File: src/logic/quiz_pkg.sv
package quiz_pkg;

  // one decimal digit from the keypad
  localparam int DIGIT_W = 4;
  // digits per answer
  localparam int NUM_DIGITS = 3;
  // questions held in the bank
  localparam int NUM_QUESTIONS = 8;
  // bank address width
  localparam int QADDR_W = 3;
  // width of each score counter
  localparam int SCORE_W = 8;
  // prompt code carried in the upper half of a question word
  localparam int PROMPT_W = 12;
  // digit counter in the entry block, counts 0 to 3
  localparam int DCNT_W = 2;

  // count value once all digits are in
  localparam logic [DCNT_W-1:0] DIGITS_FULL = DCNT_W'(NUM_DIGITS);
  // address of the final question
  localparam logic [QADDR_W-1:0] LAST_QADDR = QADDR_W'(NUM_QUESTIONS - 1);

  // three-digit answer, d2 is the first digit keyed in
  typedef struct packed {
    logic [DIGIT_W-1:0] d2;
    logic [DIGIT_W-1:0] d1;
    logic [DIGIT_W-1:0] d0;
  } answer_t;

  // 24-bit question word, prompt on top and key below
  typedef struct packed {
    logic [PROMPT_W-1:0] prompt;
    answer_t             key;
  } question_t;

  // judgement flags, at most one set at a time
  typedef struct packed {
    logic correct;
    logic wrong;
    logic blank;
  } result_t;

  // running score of one game
  typedef struct packed {
    logic [SCORE_W-1:0] n_correct;
    logic [SCORE_W-1:0] n_wrong;
    logic [SCORE_W-1:0] streak;
    logic [SCORE_W-1:0] best_streak;
  } score_t;

  // game sequencer states
  typedef enum logic [2:0] {
    IDLE,
    FETCH,
    ENTRY,
    JUDGE,
    NEXT,
    DONE
  } ctrl_state_t;

endpackage

File: src/logic/answer_check.sv
`timescale 1ns/1ps

module answer_check (
  input  logic              CLK,
  input  logic              RST,
  // one-cycle launch from control
  input  logic              check_en,
  input  quiz_pkg::answer_t ans,
  input  quiz_pkg::answer_t key,
  output quiz_pkg::result_t result,
  output logic              result_valid
);

  // captured answer and key
  quiz_pkg::answer_t ans_q;
  quiz_pkg::answer_t key_q;
  // capture done, compare next cycle
  logic              check_q;
  // compare terms on the captured pair
  logic              is_blank;
  logic              is_match;

  // all-zero entry counts as no answer
  assign is_blank = (ans_q.d2 == '0) && (ans_q.d1 == '0) && (ans_q.d0 == '0);

  // every digit must agree, one wrong digit fails
  assign is_match = (ans_q.d2 == key_q.d2) &&
                    (ans_q.d1 == key_q.d1) &&
                    (ans_q.d0 == key_q.d0);

  // capture stage
  always_ff @(posedge CLK) begin
    if (check_en) begin
      ans_q <= ans;
      key_q <= key;
    end
  end

  always_ff @(posedge CLK) begin
    if (RST) begin
      check_q <= 1'b0;
    end else begin
      check_q <= check_en;
    end
  end

  // compare stage
  // exactly one flag while result_valid is high, all low otherwise
  always_ff @(posedge CLK) begin
    if (RST) begin
      result       <= '0;
      result_valid <= 1'b0;
    end else begin
      result_valid <= check_q;
      if (check_q) begin
        result.blank   <= is_blank;
        result.correct <= !is_blank && is_match;
        result.wrong   <= !is_blank && !is_match;
      end else begin
        result <= '0;
      end
    end
  end

endmodule

File: src/logic/answer_entry.sv
`timescale 1ns/1ps

module answer_entry (
  input  logic                         CLK,
  input  logic                         RST,
  // keys only taken while control holds this high
  input  logic                         entry_open,
  // empties digits and count
  input  logic                         entry_clear,
  // keypad strobe and its digit
  input  logic                         key_strobe,
  input  logic [quiz_pkg::DIGIT_W-1:0] key_digit,
  output quiz_pkg::answer_t            ans,
  output logic                         ans_full
);

  // digits taken so far, stops at three
  logic [quiz_pkg::DCNT_W-1:0] dig_cnt;
  // digit accepted this cycle
  logic                        take_digit;

  // full once the third digit is in
  assign ans_full = (dig_cnt == quiz_pkg::DIGITS_FULL);

  // fourth and later digits dropped
  // keys outside entry dropped too
  assign take_digit = entry_open && key_strobe && !ans_full;

  always_ff @(posedge CLK) begin
    if (RST) begin
      ans     <= '0;
      dig_cnt <= '0;
    end else if (entry_clear) begin
      // clear wins over a key in the same cycle
      ans     <= '0;
      dig_cnt <= '0;
    end else if (take_digit) begin
      // shift left, new digit lands in d0
      // after three keys the first one sits in d2
      ans.d2  <= ans.d1;
      ans.d1  <= ans.d0;
      ans.d0  <= key_digit;
      dig_cnt <= dig_cnt + 1'b1;
    end
  end

endmodule

File: src/logic/question_bank.sv
`timescale 1ns/1ps

module question_bank (
  input  logic                         CLK,
  // write port, used from outside while the game is idle
  input  logic                         load_en,
  input  logic [quiz_pkg::QADDR_W-1:0] load_addr,
  input  quiz_pkg::question_t          load_data,
  // read port driven by the control block
  input  logic [quiz_pkg::QADDR_W-1:0] rd_addr,
  output quiz_pkg::question_t          q_word
);

  // question store, one word per question
  // contents only change through the load port
  quiz_pkg::question_t mem [quiz_pkg::NUM_QUESTIONS];

  // synchronous write
  always_ff @(posedge CLK) begin
    if (load_en) begin
      mem[load_addr] <= load_data;
    end
  end

  // registered read
  // word shows up one cycle after rd_addr
  // read during a write to the same slot returns the old word
  always_ff @(posedge CLK) begin
    q_word <= mem[rd_addr];
  end

endmodule

File: src/logic/quiz_control.sv
`timescale 1ns/1ps

module quiz_control (
  input  logic                         CLK,
  input  logic                         RST,
  // game start pulse, honoured in IDLE and DONE
  input  logic                         start,
  // judgement request, honoured in ENTRY only
  input  logic                         submit,
  input  logic                         ans_full,
  // judgement back from the checker
  input  quiz_pkg::result_t            result,
  input  logic                         result_valid,
  output logic [quiz_pkg::QADDR_W-1:0] bank_addr,
  output logic                         entry_open,
  output logic                         entry_clear,
  output logic                         check_en,
  output logic [quiz_pkg::QADDR_W-1:0] question_index,
  output logic                         done
);

  quiz_pkg::ctrl_state_t       state;
  // current question
  logic [quiz_pkg::QADDR_W-1:0] q_idx;
  // current question is the final one
  logic                         last_q;
  // result arrived while waiting for it
  logic                         judged;

  assign last_q = (q_idx == quiz_pkg::LAST_QADDR);
  assign judged = (state == quiz_pkg::JUDGE) && result_valid;

  // bank always reads the current question
  // word is stable from the cycle after FETCH on
  assign bank_addr      = q_idx;
  assign question_index = q_idx;

  // keypad live only in ENTRY
  assign entry_open = (state == quiz_pkg::ENTRY);

  // wipe the entry on every judgement
  // blank retries start empty as well
  assign entry_clear = judged;

  // level, held until the next start
  assign done = (state == quiz_pkg::DONE);

  always_ff @(posedge CLK) begin
    if (RST) begin
      state    <= quiz_pkg::IDLE;
      q_idx    <= '0;
      check_en <= 1'b0;
    end else begin
      // single-cycle launch by default
      check_en <= 1'b0;
      case (state)
        quiz_pkg::IDLE,
        quiz_pkg::DONE: begin
          // new game from question 0
          if (start) begin
            q_idx <= '0;
            state <= quiz_pkg::FETCH;
          end
        end
        quiz_pkg::FETCH: begin
          // address out this cycle, word registered at the edge
          state <= quiz_pkg::ENTRY;
        end
        quiz_pkg::ENTRY: begin
          // short entry ignored, player keeps typing
          if (submit && ans_full) begin
            check_en <= 1'b1;
            state    <= quiz_pkg::JUDGE;
          end
        end
        quiz_pkg::JUDGE: begin
          // checker answers two cycles after check_en
          if (result_valid) begin
            if (result.blank) begin
              // same question again
              state <= quiz_pkg::ENTRY;
            end else if (last_q) begin
              state <= quiz_pkg::DONE;
            end else begin
              state <= quiz_pkg::NEXT;
            end
          end
        end
        quiz_pkg::NEXT: begin
          // step to the following question and fetch it
          q_idx <= q_idx + 1'b1;
          state <= quiz_pkg::FETCH;
        end
        default: begin
          state <= quiz_pkg::IDLE;
        end
      endcase
    end
  end

endmodule

File: src/logic/quiz_top.sv
`timescale 1ns/1ps

module quiz_top (
  input  logic                          CLK,
  input  logic                          RST,
  // bank load, idle only
  input  logic                          load_en,
  input  logic [quiz_pkg::QADDR_W-1:0]  load_addr,
  input  quiz_pkg::question_t           load_data,
  // player controls
  input  logic                          start,
  input  logic                          key_strobe,
  input  logic [quiz_pkg::DIGIT_W-1:0]  key_digit,
  input  logic                          clear_entry,
  input  logic                          submit,
  // game outputs
  output logic [quiz_pkg::PROMPT_W-1:0] prompt,
  output quiz_pkg::result_t             result,
  output logic                          result_valid,
  output quiz_pkg::score_t              score,
  output logic [quiz_pkg::QADDR_W-1:0]  question_index,
  output logic                          done
);

  // bank read path
  logic [quiz_pkg::QADDR_W-1:0] bank_addr;
  quiz_pkg::question_t          q_word;
  // entry block links
  logic                         entry_open;
  logic                         entry_clear;
  logic                         any_clear;
  quiz_pkg::answer_t            ans;
  logic                         ans_full;
  // launch into the checker
  logic                         check_en;

  // prompt of the current question word
  assign prompt = q_word.prompt;

  // player clear or control clear after a judgement
  assign any_clear = clear_entry || entry_clear;

  question_bank i_question_bank (
    .CLK       (CLK),
    .load_en   (load_en),
    .load_addr (load_addr),
    .load_data (load_data),
    .rd_addr   (bank_addr),
    .q_word    (q_word)
  );

  answer_entry i_answer_entry (
    .CLK         (CLK),
    .RST         (RST),
    .entry_open  (entry_open),
    .entry_clear (any_clear),
    .key_strobe  (key_strobe),
    .key_digit   (key_digit),
    .ans         (ans),
    .ans_full    (ans_full)
  );

  // key taken from the word already in the bank output register
  answer_check i_answer_check (
    .CLK          (CLK),
    .RST          (RST),
    .check_en     (check_en),
    .ans          (ans),
    .key          (q_word.key),
    .result       (result),
    .result_valid (result_valid)
  );

  quiz_control i_quiz_control (
    .CLK            (CLK),
    .RST            (RST),
    .start          (start),
    .submit         (submit),
    .ans_full       (ans_full),
    .result         (result),
    .result_valid   (result_valid),
    .bank_addr      (bank_addr),
    .entry_open     (entry_open),
    .entry_clear    (entry_clear),
    .check_en       (check_en),
    .question_index (question_index),
    .done           (done)
  );

  score_keeper i_score_keeper (
    .CLK          (CLK),
    .RST          (RST),
    .start        (start),
    .result       (result),
    .result_valid (result_valid),
    .score        (score)
  );

endmodule

File: src/logic/score_keeper.sv
`timescale 1ns/1ps

module score_keeper (
  input  logic              CLK,
  input  logic              RST,
  // new game clears everything
  input  logic              start,
  input  quiz_pkg::result_t result,
  input  logic              result_valid,
  output quiz_pkg::score_t  score
);

  // streak after one more correct answer
  logic [quiz_pkg::SCORE_W-1:0] streak_inc;

  assign streak_inc = score.streak + 1'b1;

  // blank results touch nothing
  // counters cannot wrap with eight questions
  always_ff @(posedge CLK) begin
    if (RST) begin
      score <= '0;
    end else if (start) begin
      score <= '0;
    end else if (result_valid) begin
      if (result.correct) begin
        score.n_correct <= score.n_correct + 1'b1;
        score.streak    <= streak_inc;
        // record follows the streak when it passes the old best
        if (streak_inc > score.best_streak) begin
          score.best_streak <= streak_inc;
        end
      end else if (result.wrong) begin
        score.n_wrong <= score.n_wrong + 1'b1;
        // run broken, best stays
        score.streak  <= '0;
      end
    end
  end

endmodule

File: config.mk
export PLATFORM = sky130hd
export DESIGN_NAME = quiz_top
export DESIGN_NICKNAME = d
export VERILOG_FILES = /design/src/logic/quiz_pkg.sv /design/src/logic/answer_check.sv /design/src/logic/answer_entry.sv /design/src/logic/question_bank.sv /design/src/logic/quiz_control.sv /design/src/logic/quiz_top.sv /design/src/logic/score_keeper.sv
export SDC_FILE = /design/constraint.sdc
export NUM_CORES = 1
export LEC_CHECK = 0
export ABC_AREA = 1
export BUFFER_PORTS_ARGS = -buffer_cell sky130_fd_sc_hd__buf_2
export CORE_ASPECT_RATIO = 0.5
export CORE_UTILIZATION = 60
export DETAILED_ROUTE_END_ITERATION = 7
export PLACE_DENSITY = 0.76
export RECOVER_POWER = 25
export SLEW_MARGIN = 20
export SYNTH_ARGS = -nofsm -noshare
export SYNTH_HDL_FRONTEND = slang
export SYNTH_HIERARCHICAL = 1
export SYNTH_SLANG_ARGS = --single-unit
File: constraint.sdc
create_clock -name CLK -period 6.34 [get_ports CLK]
set_input_delay 1.902 -clock CLK [delete_from_list [all_inputs] [get_ports CLK]]
set_output_delay 1.902 -clock CLK [all_outputs]
set_load 0.05 [all_outputs]
==> metrics.txt <==
# TYPE chip_impl_metric gauge
chip_impl_metric{name="drtAntennaViolNets",unit=""} 0
chip_impl_metric{name="finalSetupViolations",unit=""} 0
chip_impl_metric{name="achievable_freq",unit="MHz"} 290
chip_impl_metric{name="holdBufCountCts",unit=""} 0
chip_impl_metric{name="clock_tree.htree_level_count",unit=""} 1
chip_impl_metric{name="tightestPinTransition",unit="ns"} 1.09
chip_impl_metric{name="antenna_found_initial",unit=""} 0
chip_impl_metric{name="worst-path-max-fanout",unit=""} 9
chip_impl_metric{name="hold_viol",unit=""} 0
chip_impl_metric{name="first_pass_iters",unit=""} 5
chip_impl_metric{name="synth_area",unit="sq um"} 12800
chip_impl_metric{name="setup-tns-final",unit="ns"} 0
chip_impl_metric{name="vias_per_std_cell",unit=""} 5.01
chip_impl_metric{name="io_buffer_count",unit=""} 89
chip_impl_metric{name="initial_detailed_routing_violation_count",unit=""} 617
chip_impl_metric{name="fp-row-count",unit=""} 37
chip_impl_info{name="unrepaired_setup_endpoints_after_global_routing",value="false"} 1
chip_impl_info{name="reg2reg_from",value="i_score_keeper/score[8]$_SDFFE_PP0P_"} 1
chip_impl_metric{name="drt-total-wl",unit="mm"} 25.2
chip_impl_metric{name="irDropWorstVdd",unit="mV"} 0.233
chip_impl_metric{name="worstHoldPathCells",unit=""} 0
chip_impl_info{name="synth_top_flop_cell",value="edfxtp_1"} 1
chip_impl_metric{name="nets",unit=""} 1513
chip_impl_metric{name="finalWorstPathRequiredPeriod",unit="ns"} 3.45
chip_impl_metric{name="grt_overflow_total",unit=""} 0
chip_impl_metric{name="dieArea",unit="sq um"} 22000
chip_impl_metric{name="cp.required",unit="ns"} 4.44
chip_impl_metric{name="diodes",unit=""} 0
chip_impl_metric{name="cellPowerDensity",unit="nW/um^2"} 320
chip_impl_metric{name="syn-mean-instance-area",unit="sq um"} 9.32
chip_impl_info{name="cts_tree",value="done"} 1
chip_impl_metric{name="synth.yosys.warnings",unit=""} 6
chip_impl_info{name="hp-class",value="reg -> reg"} 1
chip_impl_metric{name="period_share",unit=""} 0.543
chip_impl_info{name="clk_root_buffer_cell",value="clkbuf_16"} 1
chip_impl_info{name="run_status",value="finished, final reports clean"} 1
chip_impl_metric{name="clock_insertion_delay_worst_skew",unit="ns"} 0.56
chip_impl_metric{name="top_level_ports",unit=""} 90
chip_impl_metric{name="place.detailed.hpwl",unit="mm"} 15.2
chip_impl_metric{name="area_inside_the_core_boundary",unit="sq um"} 20800
chip_impl_metric{name="clkSlewWorstSetupHoldPaths",unit="ns"} 0.06
chip_impl_metric{name="leakagePower",unit="uW"} 0.00661
chip_impl_metric{name="critPathArrivalTime",unit="ns"} 1.54
chip_impl_metric{name="layout.core_utilization",unit=""} 0.688
chip_impl_metric{name="yosysSeqAreaShare",unit=""} 0.633
chip_impl_metric{name="grt_start_max_net_pins",unit=""} 100
chip_impl_metric{name="post-route-worst-setup-slack",unit="ns"} 2.89
chip_impl_metric{name="mappedNetlistNets",unit=""} 1431
chip_impl_metric{name="dpl_worst_slack",unit="ns"} 3.29
chip_impl_metric{name="synthToLayoutAreaGrowth",unit="%"} 11.4
chip_impl_metric{name="track_usage",unit=""} 0.234
chip_impl_metric{name="synth_enable_flop_cells",unit=""} 216
chip_impl_metric{name="relSlewSlack",unit=""} 0.270
chip_impl_metric{name="clkSinkCount",unit=""} 298
chip_impl_metric{name="start_util",unit=""} 0.618
chip_impl_metric{name="post_cts.resized_instances",unit=""} 0
chip_impl_info{name="timing.critical_path.from_type",value="flip-flop"} 1
chip_impl_metric{name="tritoncts.num_buffers",unit=""} 26
chip_impl_metric{name="layout_cell_share_with_drive_strength_beyond_1",unit=""} 0.115
chip_impl_info{name="worstHoldEndpoint",value="i_answer_check/key_q[6]$_DFFE_PP_"} 1
chip_impl_metric{name="vias_in_the_first_global_route",unit=""} 8399
chip_impl_metric{name="drc_errors",unit=""} 0
chip_impl_metric{name="post_cts.repair.setup_buffers",unit=""} 0
chip_impl_metric{name="worst_clock_skew",unit="ns"} 0.0268
chip_impl_metric{name="gpl.final_weighted_congestion",unit=""} 0.835
chip_impl_metric{name="num_vias",unit=""} 8791
chip_impl_metric{name="max-cap-violations",unit=""} 0
chip_impl_info{name="critPathCaptureType",value="primary output"} 1
chip_impl_metric{name="cts-root-to-sink-buffers",unit=""} 3
chip_impl_metric{name="avgRoutedWirePerCell",unit="microns"} 14.4
chip_impl_metric{name="chipWidth",unit="microns"} 209
chip_impl_metric{name="dieHeight",unit="microns"} 105
chip_impl_metric{name="syn-instance-count",unit=""} 1379
chip_impl_info{name="critical_path.reg2reg.endpoint",value="i_score_keeper/score[5]$_SDFFE_PP0P_"} 1
chip_impl_metric{name="worst-r2r-cell-count",unit=""} 13
chip_impl_metric{name="async_flop_share",unit=""} 0
chip_impl_metric{name="yosysUniqueCellTypes",unit=""} 35
chip_impl_metric{name="regToRegSetupSlack",unit="ns"} 3.63
chip_impl_info{name="timing_worst_setup_path_type",value="reg -> out"} 1
chip_impl_info{name="timing.hold.worst.start",value="i_question_bank/q_word[6]$_DFF_P_"} 1
chip_impl_metric{name="wire_length_of_the_first_global_routing_pass",unit="mm"} 40.6
chip_impl_metric{name="timing.final.max_slew_violations",unit=""} 0
chip_impl_metric{name="synth.ff_latch_count",unit=""} 298
-- cells by family after synthesis --
kind of cell | count (synthesis) | synth area share
xor gates and xnor gates | 9 | 0.00672
AOI/OAI and AO/OA | 47 | 0.0190
DFF | 298 | 0.633
and+or+nand+nor | 679 | 0.220
buffers and inverters | 332 | 0.108
adders and majority gates | 14 | 0.0136
-- metal layers --
layer | wire length [microns] | vias up | GRT usage
met5 | 0 | - | 0
met4 | 552 | 0 | 0.0657
met3 | 1520 | 47 | 0.0396
met2 | 12000 | 276 | 0.397
met1 | 11100 | 4049 | 0.313
li1 | - | 4419 | -
-- state kept, by name, indices dropped and copies added (netlist names) --
register,cells
i_question_bank/mem,192
i_score_keeper/score,32
i_question_bank/q_word,24
i_answer_check/ans_q,12
i_answer_check/key_q,12
i_answer_entry/ans,12
i_answer_check/result,3
i_quiz_control/bank_addr,3
i_quiz_control/state,3
i_answer_entry/dig_cnt,2
i_answer_check/check_q,1
i_answer_check/result_valid,1
i_quiz_control/check_en,1
-- metrics by stage --
stage | instances | hold slack (ns) | instance area, sq um | total power, uW
2_1_floorplan | 1379 | 0.386 | 12800 | 2860
3_3_place_gp | 1706 | 0.386 | 13400 | 2970
3_5_place_dp | 1706 | 0.391 | 13400 | 3000
4_1_cts | 1754 | 0.407 | 14300 | 4620
5_1_grt | 1754 | 0.409 | 14300 | 4780
6_report | 1754 | 0.405 | 14300 | 4590
-- cell type report --
| cell class | instances | area, sq um |
|---|---|---|
| clock buffer | 32 | 714 |
| clock inverter | 16 | 166 |
| fill | 1526 | 6480 |
| inverter | 283 | 1070 |
| multi-input combinational | 749 | 3350 |
| sequential | 298 | 8130 |
| tap | 273 | 342 |
| timing repair buffer | 103 | 534 |
-- cell usage in the layout (no fill, tap or decap), drive strengths merged --
master      n
edfxtp    216
clkbuf     45
buf        90
xnor2       4
o21bai      1
nor2       89
clkinvlp    1
a21oi      32
xor2        5
nor3        9
nor3b       1
a21o        1
nand2     457
bufinv      3
dfxtp      82
nand3b      4
o21ai      13
clkinv     12
nand4       2
nand3     117
ha         14
inv       283
-- power by group --
| part | switching (uW) | total, uW | internal, uW |
|---|---|---|---|
| clock network | 693 | 1620 | 926 |
| registers | 49.0 | 2250 | 2200 |
| logic | 524 | 712 | 188 |
| total | 1270 | 4590 | 3320 |
-- Yosys cell counts (2+ instances only) --
cell      instances  area, sq um
a21oi_1          31          155
buf_1             2         7.51
buf_2            23          115
buf_4             6         45.0
buf_6            10          113
clkbuf_1          7         26.3
dfxtp_1          82         1640
edfxtp_1        216         6490
ha_1             14          175
inv_1           278         1040
inv_2             4         15.0
nand2_1         450         1690
nand2_2           7         43.8
nand3_1         113          566
nand3_2           3         30.0
nand3b_1          4         30.0
nor2_1           80          300
nor2_2            6         37.5
nor2_4            3         33.8
nor3_1            7         35.0
nor3_2            2         20.0
o21ai_0          12         60.1
xnor2_1           4         35.0
xor2_1            4         35.0
-- critical path, stage by stage (launching register included) --
cell	delay [ns]
dfxtp_1	0.53
nand3_1	0.15
inv_1	0.07
buf_2	0.25
-- worst max path at each step --
stage / startpoint / to / slack, ns / cells past startpoint
after floorplan: load_addr[0] / i_question_bank/mem[0][0]$_DFFE_PP_ / 2.87 / 3
after global placement: load_addr[0] / i_question_bank/mem[0][7]$_DFFE_PP_ / 3.32 / 5
after detailed placement: load_addr[0] / i_question_bank/mem[0][7]$_DFFE_PP_ / 3.29 / 5
after CTS: i_quiz_control/state[2]$_SDFFE_PP0P_ / done / 2.88 / 3
after global routing: i_quiz_control/state[2]$_SDFFE_PP0P_ / done / 2.80 / 3
final: i_quiz_control/state[2]$_SDFFE_PP0P_ / done / 2.89 / 3
Note: power is estimated with default switching activity, not from simulation.
